`src/design/mem_pkg.sv`:
```
// ================================================
// Memory types for the inspection panel
// Byte RAM widths and the host write request
// ================================================
`default_nettype none

package mem_pkg;

    // Four hex digits of address, two of data
    localparam int addr_w = 16;
    localparam int data_w = 8;

    typedef logic [addr_w-1:0] addr_t;
    typedef logic [data_w-1:0] data_t;

    // One write request toward the RAM write port
    typedef struct packed {
        logic  en;
        addr_t addr;
        data_t data;
    } mem_wr_t;

endpackage

`default_nettype wire

```
`src/design/panel_pkg.sv`:
```
// ================================================
// Display types for the inspection panel
// Six active-low seven-segment digits
// ================================================
`default_nettype none

package panel_pkg;

    // Digits on the board, four for address and two for data
    localparam int num_digits = 6;

    // One digit, active low
    // Bit 0 is segment a, bit 6 is segment g
    typedef logic [6:0] seg_t;

    // Whole display, leftmost digit in the top bits
    typedef struct packed {
        // Address, high nibble first
        seg_t hex5;
        seg_t hex4;
        seg_t hex3;
        seg_t hex2;
        // Stored byte
        seg_t hex1;
        seg_t hex0;
    } hex_display_t;

endpackage

`default_nettype wire

```
`src/design/hex_display_driver.sv`:
```
// ================================================
// Hex display driver
// Address and byte onto six active-low digits
// ================================================
`timescale 1ns/1ps
`default_nettype none

module hex_display_driver (
    input  mem_pkg::addr_t          addr,
    input  mem_pkg::data_t          data,
    output panel_pkg::hex_display_t hex
);

    // ================================================
    // Nibble to segment encoding
    // ================================================
    // Bit order g..a, a lit segment is a 0
    function automatic panel_pkg::seg_t hex_to_seg(input logic [3:0] nib);
        panel_pkg::seg_t seg;
        case (nib)
            4'h0: seg = 7'b1000000;
            4'h1: seg = 7'b1111001;
            4'h2: seg = 7'b0100100;
            4'h3: seg = 7'b0110000;
            4'h4: seg = 7'b0011001;
            4'h5: seg = 7'b0010010;
            4'h6: seg = 7'b0000010;
            4'h7: seg = 7'b1111000;
            4'h8: seg = 7'b0000000;
            4'h9: seg = 7'b0010000;
            // Letters, b and d in lower case
            4'ha: seg = 7'b0001000;
            4'hb: seg = 7'b0000011;
            4'hc: seg = 7'b1000110;
            4'hd: seg = 7'b0100001;
            4'he: seg = 7'b0000110;
            4'hf: seg = 7'b0001110;
            // Blank
            default: seg = 7'b1111111;
        endcase
        return seg;
    endfunction

    // ================================================
    // Digit assembly
    // ================================================
    // Address nibbles on the left, data nibbles on the right
    logic [panel_pkg::num_digits*4-1:0]          digits;
    panel_pkg::seg_t [panel_pkg::num_digits-1:0] segs;

    assign digits = {addr, data};

    always_comb begin
        for (int i = 0; i < panel_pkg::num_digits; i++) begin
            segs[i] = hex_to_seg(digits[i*4 +: 4]);
        end
    end

    // Digit 5 lands in hex5, digit 0 in hex0
    assign hex = panel_pkg::hex_display_t'(segs);

endmodule

`default_nettype wire

```
`config.mk`:
```
export PLATFORM = sky130hd
export DESIGN_NAME = hex_display_driver
export DESIGN_NICKNAME = d
export VERILOG_FILES = /design/src/design/mem_pkg.sv /design/src/design/panel_pkg.sv /design/src/design/hex_display_driver.sv
export SDC_FILE = /design/constraint.sdc
export NUM_CORES = 1
export LEC_CHECK = 0
export ABC_AREA = 0
export BUFFER_PORTS_ARGS = -buffer_cell sky130_fd_sc_hd__buf_2
export CORE_MARGIN = 3
export CORE_UTILIZATION = 56
export DETAILED_ROUTE_END_ITERATION = 16
export GPL_ROUTABILITY_DRIVEN = 0
export PLACE_DENSITY = 0.91
export SETUP_SLACK_MARGIN = 0.05
export SLEW_MARGIN = 0
export SYNTH_ARGS = -nofsm -noshare
export SYNTH_HDL_FRONTEND = slang
export SYNTH_SLANG_ARGS = --single-unit
```
`constraint.sdc`:
```
create_clock -name vclk -period 1.5
set_input_delay 0.075 -clock vclk [all_inputs]
set_output_delay 0.075 -clock vclk [all_outputs]
set_load 0.02 [all_outputs]
```
==> results.txt <==
Final nets = 312
commonest non-fill, non-tap cell in the layout = buf_2
Slew headroom = 82.7%
Final Max Tran Viols = 0
Multi-input gate area = 1460 sq um
ANT nets after route = 0
WL final = 3310 microns
Hold WS = 0.531 ns
Critical Path Start Type = input port
Mapped Area = 1620 sq um
Die Span Y = 59.8 microns
total gr overflow = 0
drt wl/cell = 12.1 microns
Pleak = 1.09 nW
DR top layer = met3
# clk buffers = 0
post-route cell area = 1900 sq um
Yosys cell types = 25
placed inst area = 1900 sq um
syn nets = 255
max cap viols = 0
worst path required time = 1.42 ns
final hold violation count = 0
RSZ-0062 raised after global routing = false
final setup violation count = 0
setup_tns = 0 ns
met1 WL = 1460 microns
routed vias = 1489
fmax = 0.722 GHz
status = completed
most frequent cells in the layout = 66 x buf_2, 42 x ha_1, 19 x nor2_1, 19 x mux2i_1, 17 x inv_1
Initial Util = 61.9%
YS warnings = 0
initial antenna violation count = 0
Critical Path AT = 1.31 ns
port bufs = 66
Crit Path Max Fanout = 5
maximum vdd drop = 0.000266 V
Std-Cell Core Area = 2610 sq um
vias in the first global route = 1306
met2 routed WL = 1640 microns
Worst-Margin Slew = 0.260 ns
diode count = 0
Pwr per Cell Area = 328 nW/um^2
width of the die = 59.8 microns
Hold Crit Class = in2out
placed instance count = 274
# Post-CTS Setup Buffers = 0
CP Class = in2out
overall fraction of global-route tracks in use = 17.4%
final worst-path cycle share = 92.4%
Avg Cell Area, Syn = 8.56 sq um
# DRC = 0
DR vias/cell = 5.43
Non-Filler Instances = 274
Die Area = 3570 sq um
register area = 0 sq um
min cycle time layout = 1.39 ns
# fillers = 218
area growth from synthesis to layout = 17.6%
hold path depth = 3
post-CTS resize count = 0
post-synthesis instance total = 189
IO Pins = 66
share of layout cells above drive strength 1 = 31.1%
sequential area share after synthesis = 0%
number of core rows = 18
cts hold-fix bufs = 0
DRT iter0 DRCs = 74
largest net degree at the start of global routing = 15
CP endpoint kind = primary output
global-route wire length before repair = 5240 microns
count of flip-flops and latches = 0
TritonRoute pass-1 iters = 4
routed wl met3 = 217 microns
DP HPWL = 2800 microns
## synth_stat cells (all sizes together)
cell type,number,share of area (%)
ha,42,32
nor2,22,5.6
mux2i,19,12
inv,18,4.2
o21ai,14,4.3
buf,12,5.6
a22o,10,5.4
nor2b,8,3.1
a32o,6,3.7
mux4,6,9.0
or3b,6,3.2
mux2,5,3.5
o31ai,5,2.3
and2,4,1.5
a21oi,3,0.93
nand2,3,0.70
nand2b,2,0.77
o22ai,2,0.77
o31a,2,1.1
## per-stage QoR
stage | setup slack (ns) | util, % | total power [mW]
6_report | 0.115 | 72.8 | 0.624
3_5_place_dp | 0.0838 | 72.8 | 0.627
4_1_cts | 0.0810 | 72.8 | 0.629
5_1_grt | 0.0509 | 72.8 | 0.686
2_1_floorplan | 0.395 | - | 0.444
3_3_place_gp | 0.143 | 72.8 | 0.612
## worst max-delay path: stages
cell	delay, ns
buf_2	0.13
inv_1	0.11
ha_1	0.30
inv_1	0.06
mux4_1	0.47
buf_2	0.18
## layer usage
layer	vias to the layer above	GRT usage (%)
met1	667	21.7
li1	783	-
met5	-	0
met4	0	0
met3	0	0.648
met2	39	34.6
## kinds of logic (layout without fill, tap and decap cells)
group,after synthesis,after routing,share of synthesized area [%]
simple gates,45,45,14.9
fa+ha+maj,42,42,32.5
buf+inv,30,85,9.74
mux,30,30,24.3
compound gates,42,42,18.6
## area by class of cell
type	count	share of cell area, %
Timing Repair Buffer	67	17.8
Multi-Input combinational cell	159	76.7
Tap cell	30	1.97
Inverter	18	3.55
## report_power, final
part	internal [mW]	switching, mW
Combinational	0.251	0.373
Sequential	0	0
Clock	0	0
## final timing paths
kind                 from  endpoint  slack [ns]
hold / removal    addr[1]   hex[20]        0.53
setup / recovery  data[5]   hex[10]        0.11
No activity file was read; power rests on OpenSTA's default activity.
