===== config.mk =====
export PLATFORM = sky130hd
export DESIGN_NAME = address_navigator
export DESIGN_NICKNAME = d
export VERILOG_FILES = /design/src/design/mem_pkg.sv /design/src/design/address_navigator.sv
export SDC_FILE = /design/constraint.sdc
export NUM_CORES = 1
export LEC_CHECK = 0
export ABC_CLOCK_PERIOD_IN_PS = 3600
export BUFFER_PORTS_ARGS = -buffer_cell sky130_fd_sc_hd__buf_2
export CORE_MARGIN = 8
export CORE_UTILIZATION = 59
export CTS_BUF_LIST = sky130_fd_sc_hd__clkbuf_2
export CTS_CLUSTER_DIAMETER = 80
export DETAILED_ROUTE_END_ITERATION = 16
export GPL_ROUTABILITY_DRIVEN = 0
export PLACE_DENSITY = 0.88
export SYNTH_ARGS = -nofsm -noshare
export SYNTH_HDL_FRONTEND = slang
export SYNTH_SLANG_ARGS = --single-unit

===== constraint.sdc =====
create_clock -name clk -period 3.6 [get_ports clk]
set_input_delay 0 -clock clk [delete_from_list [all_inputs] [get_ports clk]]
set_output_delay 0 -clock clk [all_outputs]
set_load 0.1 [all_outputs]

===== src/design/mem_pkg.sv =====
// ================================================
// Memory types for the inspection panel
// Byte RAM widths and the host write request
// ================================================
`default_nettype none

package mem_pkg;

    // Four hex digits of address, two of data
    localparam int addr_w = 16;
    localparam int data_w = 8;

    typedef logic [addr_w-1:0] addr_t;
    typedef logic [data_w-1:0] data_t;

    // One write request toward the RAM write port
    typedef struct packed {
        logic  en;
        addr_t addr;
        data_t data;
    } mem_wr_t;

endpackage

`default_nettype wire


===== src/design/address_navigator.sv =====
// ================================================
// Manual address navigator
// Key edge detection and a saturating up/down counter
// ================================================
`timescale 1ns/1ps
`default_nettype none

module address_navigator #(
    parameter int mem_depth = 65536
) (
    input  wire logic            clk,
    input  wire logic            reset_n,
    // Active low, bit 0 up and bit 1 down
    input  wire logic [1:0]      keys,
    output mem_pkg::addr_t       manual_addr
);

    // Top address reachable with the up key
    localparam mem_pkg::addr_t max_addr = mem_pkg::addr_t'(mem_depth - 1);

    // ================================================
    // Key sampling
    // ================================================
    // First stage samples the pins, second holds the previous level
    logic [1:0] key_q;
    logic [1:0] key_q_d;
    logic       up_press;
    logic       down_press;

    always_ff @(posedge clk or negedge reset_n) begin
        if (!reset_n) begin
            // Keys read as released
            key_q   <= 2'b11;
            key_q_d <= 2'b11;
        end else begin
            key_q   <= keys;
            key_q_d <= key_q;
        end
    end

    // High-to-low only, so a held key counts once
    assign up_press   = key_q_d[0] && !key_q[0];
    assign down_press = key_q_d[1] && !key_q[1];

    // ================================================
    // Saturating address counter
    // ================================================
    always_ff @(posedge clk or negedge reset_n) begin
        if (!reset_n) begin
            manual_addr <= '0;
        end else if (down_press && manual_addr != '0) begin
            // Down takes priority when both keys land together
            manual_addr <= manual_addr - 1'b1;
        end else if (up_press && manual_addr != max_addr) begin
            manual_addr <= manual_addr + 1'b1;
        end
    end

    // Counter stays inside the populated memory
    manual_addr_in_range: assert property (
        @(posedge clk) disable iff (!reset_n) manual_addr <= max_addr
    ) else $error("manual address beyond top of memory");

endmodule

`default_nettype wire


==> run metrics <==
GR Util All Layers 18.10%; # clock sinks 20; NumNets Final 219; RSZ-0062 raised after global routing no; Syn Nets 195; Setup TNS 0 ns; Clock Latency Late Sink 0.35 ns; post-route clock skew 0.01227 ns; Post-Synthesis Cells 176; Fin. Hold Viols 0; H-tree Lvls 1; CP max FO 22; met2 routed WL 2135 um; placed standard-cell area 1793 um^2; CTS tree yes; share of cells above drive strength 1 23.62%; clock buffer count from CTS 3; Detail Route Antenna Nets 0; DRC 0; Initial Util 61.69%; initial drt markers 216; Area Overhead vs Synth 10.76%; Fillers 192; Period Utilization, post-route 94.06%; f_max 295.3 MHz; Hold Crit Class input pin to asynchronous set/reset pin; placed insts 223; clk root buf clkbuf_2; Vias 1,541; Antenna Cells 0; Die H 69.47 um; DR WL met3 315 um; post-synth top area share 23.74%; Final Slew Violations 0; Final setup viols 0; worst reg-to-reg setup slack 0.21 ns; YS warnings 0; total gr overflow 0; routed wire length 4341 um; fin cells 230; top cells by area, synth dfrtp_1, ha_1, dfstp_2; IO Port Bufs 19; design area 1868 um^2; Slew headroom 51.31%; post-route met1 wirelength 1792 um; Yosys reg bits 20; PostCTS Resize Cnt 0; RR Endpoint manual_addr[14]; CTS clock-pin slew for the worst setup and hold paths 0.22 ns; Top Metal Used met4; wire per inst 18.87 um; slew of the pin with the lowest slew margin 0.7280 ns; initial antenna violation count 0; asr flop ratio synth 100.0%; total I/O pin count 20; Setup crit start manual_addr[13]; ys flop type dfrtp_1; largest net degree at the start of global routing 23; clock tree buffer depth 2; Setup CP Type register to register; Reg2Reg Depth 8; cts hold-fix bufs 3; DIE AREA 4825 um^2; chip width 69.47 um; Post-DP HPWL 3317 um; Critical Path Sink Type register; routed vias/inst 6.700; Synth area leader dfrtp_1; Startpoint Class register; Worst Path Arrival 3.69 ns; Post-Syn Area 1687 um^2; setup bufs post-CTS 0; CP endpoint manual_addr[14]; status finished clean; maxcap violations 0; Pre-antenna DRT Iters 4; reg2reg start manual_addr[13]; hold slack 0.1032 ns; Core Box Area 2734 um^2; post-synthesis sequential area ratio 29.97%; Post-synth EDFFs 0; Avg Cell Area, Syn 9.583 um^2; Rows 19; most common cell after layout, fill and taps aside buf_2; Yosys cell types 55; Critical Path RT 3.91 ns; Tmin final 3.386 ns; vias in the first global route 1,523; global-route wire length before repair 7362 um; most frequent cells in the layout buf_2, a21oi_1, dfrtp_1, nand2_1, nor2_1
## worst max-delay path, stage by stage, from the launching register on
cell       delay [ns]
dfrtp_1          0.47
nor4_2           0.45
a41oi_4          0.45
fa_1             0.56
a21o_1           0.23
a311o_1          0.40
a2111oi_2        0.48
o2111ai_1        0.20
nand3_1          0.11
## cells in the mapped netlist (all sizes together) (2+ instances only)
cell type	n
nand2	15
nor2b	2
a21oi	20
o32ai	2
ha	14
nand4	4
nand2b	4
a21o	5
or4	2
and2b	2
dfrtp	16
buf	4
o31ai	2
xnor2	4
o41ai	2
xor2	4
and3	2
a2111oi	2
or2	2
nor3	6
dfstp	4
o211ai	3
o21ai	7
nor2	16
nor4	4
o21a	2
nand3	7
inv	4
## registers in the layout, indices dropped and copies added, names as in the netlist
signal / count
key_q_d: 2
key_q: 2
manual_addr: 16
## routing by layer
metal  global-route usage, %  vias to the layer above
li1                        -                      722
met1                   21.79                      726
met2                   30.43                       80
met3                   4.292                       13
met4                   6.378                        0
met5                       0                        -
## worst min-delay path by stage
stage | to | cells after the start
after global routing | manual_addr[6] | 2
after detailed placement | manual_addr[3] | 1
after global placement | manual_addr[3] | 1
after floorplan | manual_addr[0] | 0
final | manual_addr[5] | 2
after CTS | manual_addr[3] | 2
## cell families after synthesis
kind of cell             after synthesis  share of synthesized area, %
flip-flops                            20                         29.97
buffers and inverters                  8                         2.967
AND/OR/NAND/NOR                       68                         23.81
adder cells (fa/ha/maj)               15                         11.57
XOR/XNOR                               8                         4.154
AO/OA/AOI/OAI                         57                         27.52
## final cells by class
cell class | instances | area, um^2 | share of cell area (%)
Clock buffer | 3 | 15.01 | 0.8038
Sequential cell | 20 | 505.5 | 27.06
Inverter | 4 | 15.01 | 0.8038
Multi-Input combinational cell | 148 | 1131 | 60.55
Tap cell | 31 | 38.79 | 2.076
Timing Repair Buffer | 23 | 132.6 | 7.100
Clock inverter | 1 | 30.03 | 1.608
## metrics by stage
| stage | setup WS, ns | util [%] |
|---|---|---|
| detailed placement | 0.2591 | 65.58 |
| global route | 0.002931 | 68.33 |
| global placement | 0.4839 | 65.58 |
| CTS | 0.2267 | 68.33 |
| floorplan | 0.2396 | - |
| finish | 0.2138 | 68.33 |
Power is not shown: default switching activity piles up to over one toggle a cycle in this logic, so the estimate is an artifact.
