--- src/design/mem_pkg.sv ---
// ================================================
// Memory types for the inspection panel
// Byte RAM widths and the host write request
// ================================================
`default_nettype none

package mem_pkg;

    // Four hex digits of address, two of data
    localparam int addr_w = 16;
    localparam int data_w = 8;

    typedef logic [addr_w-1:0] addr_t;
    typedef logic [data_w-1:0] data_t;

    // One write request toward the RAM write port
    typedef struct packed {
        logic  en;
        addr_t addr;
        data_t data;
    } mem_wr_t;

endpackage

`default_nettype wire

--- src/design/ram_access_select.sv ---
// ================================================
// RAM access select
// Host write strobe on data change, read address mux
// ================================================
`timescale 1ns/1ps
`default_nettype none

module ram_access_select (
    input  wire logic            clk,
    input  wire logic            reset_n,
    // 0 follows host, 1 follows manual keys
    input  wire logic            display_mode,
    input  mem_pkg::addr_t       host_addr,
    input  mem_pkg::data_t       host_data,
    input  mem_pkg::addr_t       manual_addr,
    output mem_pkg::mem_wr_t     wr_req,
    output mem_pkg::addr_t       rd_addr
);

    // ================================================
    // Change detection on the host data pins
    // ================================================
    mem_pkg::data_t host_data_prev;
    logic           wr_strobe;

    always_ff @(posedge clk or negedge reset_n) begin
        if (!reset_n) begin
            // Zero copy, so nonzero data at release writes once
            host_data_prev <= '0;
            wr_strobe      <= 1'b0;
        end else begin
            host_data_prev <= host_data;
            // One-cycle pulse per change of data
            wr_strobe      <= (host_data != host_data_prev);
        end
    end

    // Write request taken from the live pins
    // Host holds address and data for two cycles
    always_comb begin
        wr_req.en   = wr_strobe;
        wr_req.addr = host_addr;
        wr_req.data = host_data;
    end

    // Read port and display follow the selected source
    assign rd_addr = display_mode ? manual_addr : host_addr;

    // Steady host data never produces back-to-back writes
    single_write_per_change: assert property (
        @(posedge clk) disable iff (!reset_n)
        (wr_req.en && $stable(host_data)) |=> !wr_req.en
    ) else $error("repeated write strobe with stable host data");

endmodule

`default_nettype wire

--- config.mk ---
export PLATFORM = sky130hd
export DESIGN_NAME = ram_access_select
export DESIGN_NICKNAME = d
export VERILOG_FILES = /design/src/design/mem_pkg.sv /design/src/design/ram_access_select.sv
export SDC_FILE = /design/constraint.sdc
export NUM_CORES = 1
export LEC_CHECK = 0
export BUFFER_PORTS_ARGS = -buffer_cell sky130_fd_sc_hd__buf_2
export CORE_UTILIZATION = 29
export CTS_BUF_LIST = sky130_fd_sc_hd__clkbuf_4
export CTS_CLUSTER_DIAMETER = 30
export CTS_CLUSTER_SIZE = 14
export DETAILED_ROUTE_END_ITERATION = 10
export GPL_TIMING_DRIVEN = 1
export MAX_ROUTING_LAYER = met4
export PLACE_DENSITY = 0.79
export SETUP_SLACK_MARGIN = 0.05
export SLEW_MARGIN = 25
export SYNTH_ARGS = -nofsm -noshare
export SYNTH_HDL_FRONTEND = slang
export SYNTH_SLANG_ARGS = --single-unit
--- constraint.sdc ---
create_clock -name clk -period 1 [get_ports clk]
set_input_delay 0.2 -clock clk [delete_from_list [all_inputs] [get_ports clk]]
set_output_delay 0.2 -clock clk [all_outputs]
set_load 0.03 [all_outputs]
==> results.sh, run 1 <==
export IMPL_p_sw_w=0.000469
export IMPL_ys_ff_latch=9
export IMPL_vias=649
export IMPL_p_comb_share_pct=48.5
export IMPL_final_period_utilization_pct=109
export IMPL_area_growth_pct=62.2
export IMPL_drtIter0Drc=0
export IMPL_clock_sinks=9
export IMPL_cts_buffers_inserted=3
export IMPL_fin_area_um2=1210
export IMPL_relSlewSlack_pct=83.4
export IMPL_wl_per_cell_um=11.0
export IMPL_power_frac_clock_pct=22.4
export IMPL_final_net_count=170
export IMPL_grt_pass1_vias=616
export IMPL_ir_drop_mv=0.921
export IMPL_drc=0
export IMPL_setup_viol_count_final=16
export IMPL_min_from="host_data[0]"
export IMPL_hold_viol=0
export IMPL_ys_types=9
export IMPL_start_util_pct=30.5
export IMPL_dieArea_um2=2790
export IMPL_dp_hpwl_um=1370
export IMPL_reg2reg_slack_ns=0.01
export IMPL_worstMarginPinSlew_ns=0.247
export IMPL_cap_viol_max_count=0
export IMPL_synth_nets=106
export IMPL_grt_max_degree=10
export IMPL_seq_power_share_pct=29.1
export IMPL_hp_class="input pin to register"
export IMPL_netSwitchingFraction_pct=35.2
export IMPL_rr_endpoint="wr_strobe"
export IMPL_gp_congestion=0.650
export IMPL_ys_seq_area_share_pct=30.1
export IMPL_synthCells=63
export IMPL_status="finished, violations left"
export IMPL_timing_fmax_mhz=914
export IMPL_power_density_nw_per_um2=1100
export IMPL_pin_count=84
export IMPL_place_ws_ns=-0.185
export IMPL_startpoint="display_mode"
export IMPL_drive_above_1_share_pct=83.3
export IMPL_grt_overflow=0
export IMPL_cp_required_ns=0.80
export IMPL_firstDrtPassIters=1
export IMPL_antennaDiodeCount=0
export IMPL_fin_ws_ns=-0.0937
export IMPL_crit_path_start_kind="input pin"
export IMPL_ant_nets=0
export IMPL_crit_arrival_ns=0.89
export IMPL_end_kind="output pin"
export IMPL_wl_um=1710
export IMPL_p_leak_nw=0.681
export IMPL_r2r_start="host_data_prev[3]"
export IMPL_port_buffers=83
export IMPL_r2r_cells=3
export IMPL_period_minus_slack_ns=1.09
export IMPL_slew_viol_final=0
export IMPL_die_width_um=52.8
export IMPL_antenna_found_initial=0
export IMPL_fp_row_count=18
export IMPL_cts_tree="yes"
export IMPL_die_h_um=52.8
export IMPL_viasPerCell=4.16
export IMPL_syn_area_um2=748
export IMPL_clock_path_buffers=2
export IMPL_cts_root_buf="clkbuf_4"
export IMPL_grt_pass1_wl_um=2420
export IMPL_track_usage_pct=12.5
export IMPL_crit_path_max_fanout=8
export IMPL_finalCoreUtilization_pct=49.4
export IMPL_htreeDepth=1
export IMPL_clk_pin_slew_ns=0.06
export IMPL_yosys_warnings=0
export IMPL_syn_avg_cell_area_um2=11.9
export IMPL_clock_latency_ns=0.25
export IMPL_violations="setup timing"
export IMPL_core_um2=2450
export IMPL_endpoint="rd_addr[7]"
export IMPL_placed_area_um2=1000
export IMPL_fin_skew_ns=0.00562
export IMPL_worstSetupPathType="input pin to output pin"
export IMPL_p_int_w=0.000865
export IMPL_rsz0062_at_grt="true"
final cells by class:
| cell class | count | area [um2] |
|---|---|---|
| Multi-Input combinational cell | 27 | 327 |
| Fill cell | 239 | 1240 |
| Sequential cell | 9 | 225 |
| Clock buffer | 4 | 30.0 |
| Tap cell | 30 | 37.5 |
| Timing Repair Buffer | 86 | 594 |
synthesized netlist by cell type:
cell type,count,area (um2)
buf_4,25,188
mux2_4,10,150
dfrtp_1,9,225
xor2_1,8,70.1
mux2_2,6,67.6
nor4_1,2,12.5
buf_12,1,20.0
buf_6,1,11.3
nand2_1,1,3.75
sequential cells by signal, summed over array words and instances, names as in the netlist:
signal / cells
host_data_prev: 8
wr_strobe: 1
critical path, stage by stage:
cell and delay, ns:
buf_12 0.11, buf_16 0.14, mux2_4 0.30, buf_6 0.14
stage by stage:
| stage | setup TNS, ns | total power (W) | std cells | hold slack, ns |
|---|---|---|---|---|
| floorplan | 0 | 0.000810 | 63 | -0.0956 |
| global placement | -2.37 | 0.000923 | 150 | 0.0507 |
| detailed placement | -2.65 | 0.000936 | 150 | 0.0608 |
| CTS | -1.43 | 0.00135 | 156 | 0.0790 |
| global route | -1.62 | 0.00140 | 156 | 0.0763 |
| finish | -1.41 | 0.00133 | 156 | 0.0870 |
cell usage in the layout, fill, tap and decap left out:
| master | synthesis | final |
|---|---|---|
| buf_2 | 0 | 65 |
| dfrtp_1 | 9 | 9 |
| nor4_1 | 2 | 2 |
| buf_6 | 1 | 17 |
| buf_16 | 0 | 1 |
| dlygate4sd3_1 | 0 | 1 |
| buf_12 | 1 | 2 |
| xor2_1 | 8 | 8 |
| nand2_1 | 1 | 1 |
| clkbuf_4 | 0 | 4 |
| mux2_4 | 10 | 16 |
power by group through the flow:
stage | Sequential, W | Combinational, W | Clock [W]
2_1_floorplan | 0.000394 | 0.000416 | 0
3_3_place_gp | 0.000394 | 0.000529 | 0
3_5_place_dp | 0.000395 | 0.000541 | 0
4_1_cts | 0.000389 | 0.000653 | 0.000312
5_1_grt | 0.000389 | 0.000684 | 0.000327
6_report | 0.000388 | 0.000647 | 0.000298
worst min path at each step:
stage | slack (ns) | to | depth (start not counted)
floorplan | -0.1 | host_data_prev[0] | 0
global placement | 0.05 | host_data_prev[5] | 1
detailed placement | 0.06 | wr_strobe | 1
CTS | 0.08 | host_data_prev[0] | 1
global route | 0.08 | host_data_prev[4] | 1
finish | 0.09 | host_data_prev[0] | 1
metal layers:
metal	wire, um	vias to the layer above	share of wire (%)	track usage (%)
met3	134	2	7.8	3.77
met5	0	-	0	-
li1	-	309	-	-
met4	19	0	1.1	5.26
met1	579	295	34	10.5
met2	976	43	57	24.9
cell families after synthesis:
family / after synthesis / share of synthesized area (%)
buf+inv: 27 / 29.3
flops: 9 / 30.1
xor+xnor: 8 / 9.36
mux: 16 / 29.1
simple gates: 3 / 2.17
repair_timing:
action	CTS	global route
setup buffers	0	0
hold buffers	1	0
pin swaps	5	0
endpoints found under the setup margin	18	18
gates resized for setup	45	0
gates cloned	1	0
hold endpoints to repair	9	0
(Power assumes the default switching activity.)
==> run 2: changes to the inputs <==
==> constraint.sdc (replaced) <==
create_clock -name clk -period 1 [get_ports clk]
set_input_delay 0 -clock clk [delete_from_list [all_inputs] [get_ports clk]]
set_output_delay 0 -clock clk [all_outputs]
set_load 0.03 [all_outputs]
==> run 2 against run 1 <==
The flow now finishes without violations. Non-clock buffer count grew 6. Die area unchanged. Sequential power about the same. Worst hold slack better by 0.036 ns. Final cell count rose by 3.8%. Register-to-register slack is essentially flat. Power fell by 8.4%. Clock-buffer cell count decreased by 1. Sequential cell count did not move. Via count is 1.2% higher. Maximum frequency is 11% higher. Utilization fell by 3.8 points.
==> results.sh, run 2 (same netlist as run 1, synthesis figures left out) <==
export IMPL_cp_required_ns=1.14
export IMPL_min_from="host_data[0]"
export IMPL_grt_pass1_wl_um=2330
export IMPL_dp_cells=150
export IMPL_ant_nets=0
export IMPL_timing_fmax_mhz=1010
export IMPL_fin_skew_ns=0.0106
export IMPL_port_buffers=83
export IMPL_dieArea_um2=2790
export IMPL_clock_latency_ns=0.26
export IMPL_p_leak_nw=0.629
export IMPL_final_cell_count_no_fill=162
export IMPL_total_power_w=0.00122
export IMPL_wl_um=1670
export IMPL_hold_viol=0
export IMPL_final_net_count=176
export IMPL_cp_num_buf_inv=0
export IMPL_pin_count=84
export IMPL_clock_sinks=9
export IMPL_hp_class="input pin to register"
export IMPL_drc=0
export IMPL_r2r_start="host_data_prev[2]"
export IMPL_viasPerCell=4.06
export IMPL_wl_per_cell_um=10.3
export IMPL_die_h_um=52.8
export IMPL_die_width_um=52.8
export IMPL_period_minus_slack_ns=0.989
export IMPL_finalCoreUtilization_pct=45.7
export IMPL_clock_path_buffers=2
export IMPL_clk_pin_slew_ns=0.07
export IMPL_r2r_cells=3
export IMPL_placed_area_um2=1000
export IMPL_antenna_found_initial=0
export IMPL_ir_drop_mv=0.754
export IMPL_crit_arrival_ns=1.13
export IMPL_drive_above_1_share_pct=78.8
export IMPL_antennaDiodeCount=0
export IMPL_start_util_pct=30.5
export IMPL_crit_family="flip-flops"
export IMPL_crit_chain="xor2_1, nor4_2, nand2_1"
export IMPL_cts_root_buf="clkbuf_4"
export IMPL_rsz0062_at_grt="true"
export IMPL_grt_pass1_vias=613
export IMPL_vias=657
export IMPL_holdPathEnd="wr_strobe"
export IMPL_post_cts_buffers=0
export IMPL_relSlewSlack_pct=85.9
export IMPL_grt_overflow=0
export IMPL_slew_viol_final=0
export IMPL_final_cell_mix="buf_2, mux2_4, dlygate4sd3_1, dfrtp_1, xor2_1"
export IMPL_drtIter0Drc=1
export IMPL_hold_path_depth=4
export IMPL_core_um2=2450
export IMPL_reg2reg_slack_ns=0.01
export IMPL_top_register="host_data_prev"
export IMPL_worstSetupPathType="register to register"
export IMPL_cts_buffers_inserted=3
export IMPL_crit_path_max_fanout=1
export IMPL_htreeDepth=1
export IMPL_power_density_nw_per_um2=1090
export IMPL_n_fill_cell=253
export IMPL_final_period_utilization_pct=98.9
export IMPL_setup_viol_count_final=0
export IMPL_ff_latch_area_um2=225
export IMPL_cts_tree="yes"
export IMPL_end_kind="register"
export IMPL_area_growth_pct=49.8
export IMPL_grt_max_degree=17
export IMPL_status="complete, no violations"
export IMPL_worstMarginPinSlew_ns=0.210
export IMPL_firstDrtPassIters=2
export IMPL_gp_congestion=0.752
export IMPL_fp_row_count=18
export IMPL_cap_viol_max_count=0
export IMPL_largest_registers="host_data_prev (8), wr_strobe (1)"
export IMPL_track_usage_pct=12.0
export IMPL_fin_area_um2=1120
export IMPL_rr_endpoint="wr_strobe"
export IMPL_largest_reg_flops=8
export IMPL_layout_cells_most_common="buf_2"
export IMPL_max_stage_delay_ns=0.38
export IMPL_slowest_stage="dfrtp_1"
export IMPL_multi_input_area_um2=310
export IMPL_crit_path_start_kind="register"
export IMPL_dp_hpwl_um=1320
-- run 2: cell count changes in the layout (fill, tap and decap cells not counted), sizes merged --
| cell | change |
|---|---|
| clkbuf | -1 |
| dlygate4sd3 | +8 |
| clkinv | +1 |
| buf | -2 |
-- run 2: layout make-up --
type	instances	area share, %
timing repair buffer	92	46.4
multi-input combinational	27	27.7
sequential	9	20.1
tap	30	3.35
clock buffer	3	2.01
clock inverter	1	0.446
-- run 2: where the power goes --
part	total (W)	internal, W	switching [W]	leakage (nW)
Combinational	0.000564	0.000235	0.000330	0.509
Sequential	0.000388	0.000381	0.00000699	0.102
Clock	0.000270	0.000147	0.000123	0.0177
-- run 2: worst max-delay path by stage --
stage | start | endpoint | slack, ns | cells past startpoint
after floorplan | host_data_prev[5] | wr_strobe | 0.06 | 3
after global placement | host_data_prev[5] | wr_strobe | 0.006 | 3
after detailed placement | host_data_prev[5] | wr_strobe | -0.02 | 3
after CTS | host_data_prev[3] | wr_strobe | -0.02 | 3
after global routing | host_data_prev[6] | wr_strobe | -0.04 | 3
final | host_data_prev[2] | wr_strobe | 0.01 | 3
-- run 2: per-layer routing --
metal,wire (um),global-route usage [%],vias to the layer above,part of all wire [%]
li1,-,-,324,-
met1,485,7.68,284,29
met2,1030,28.5,49,61
met3,160,1.74,0,9.6
met4,0,3.95,0,0
met5,0,-,-,0
-- run 2: per-stage QoR --
stage,setup TNS [ns],hold WS (ns),setup WS (ns)
after global routing,-0.0424,0.135,-0.0424
after floorplan,0,-0.296,0.0553
final,0,0.123,0.0110
after detailed placement,-0.0174,-0.142,-0.0174
after CTS,-0.0245,0.112,-0.0245
after global placement,0,-0.151,0.00589
-- run 2: timing repair --
item                                   in CTS  in global routing
pin swaps                                   3                  2
hold buffers                                9                  0
gates resized for setup                     0                  1
setup endpoints to repair                   1                  1
endpoints found under the hold margin      17                  0
-- run 2: tightest hold or removal path, cell delays in order --
cell     delay [ns]
buf_2          0.11
xor2_1         0.12
nor4_1         0.06
nand2_1        0.05
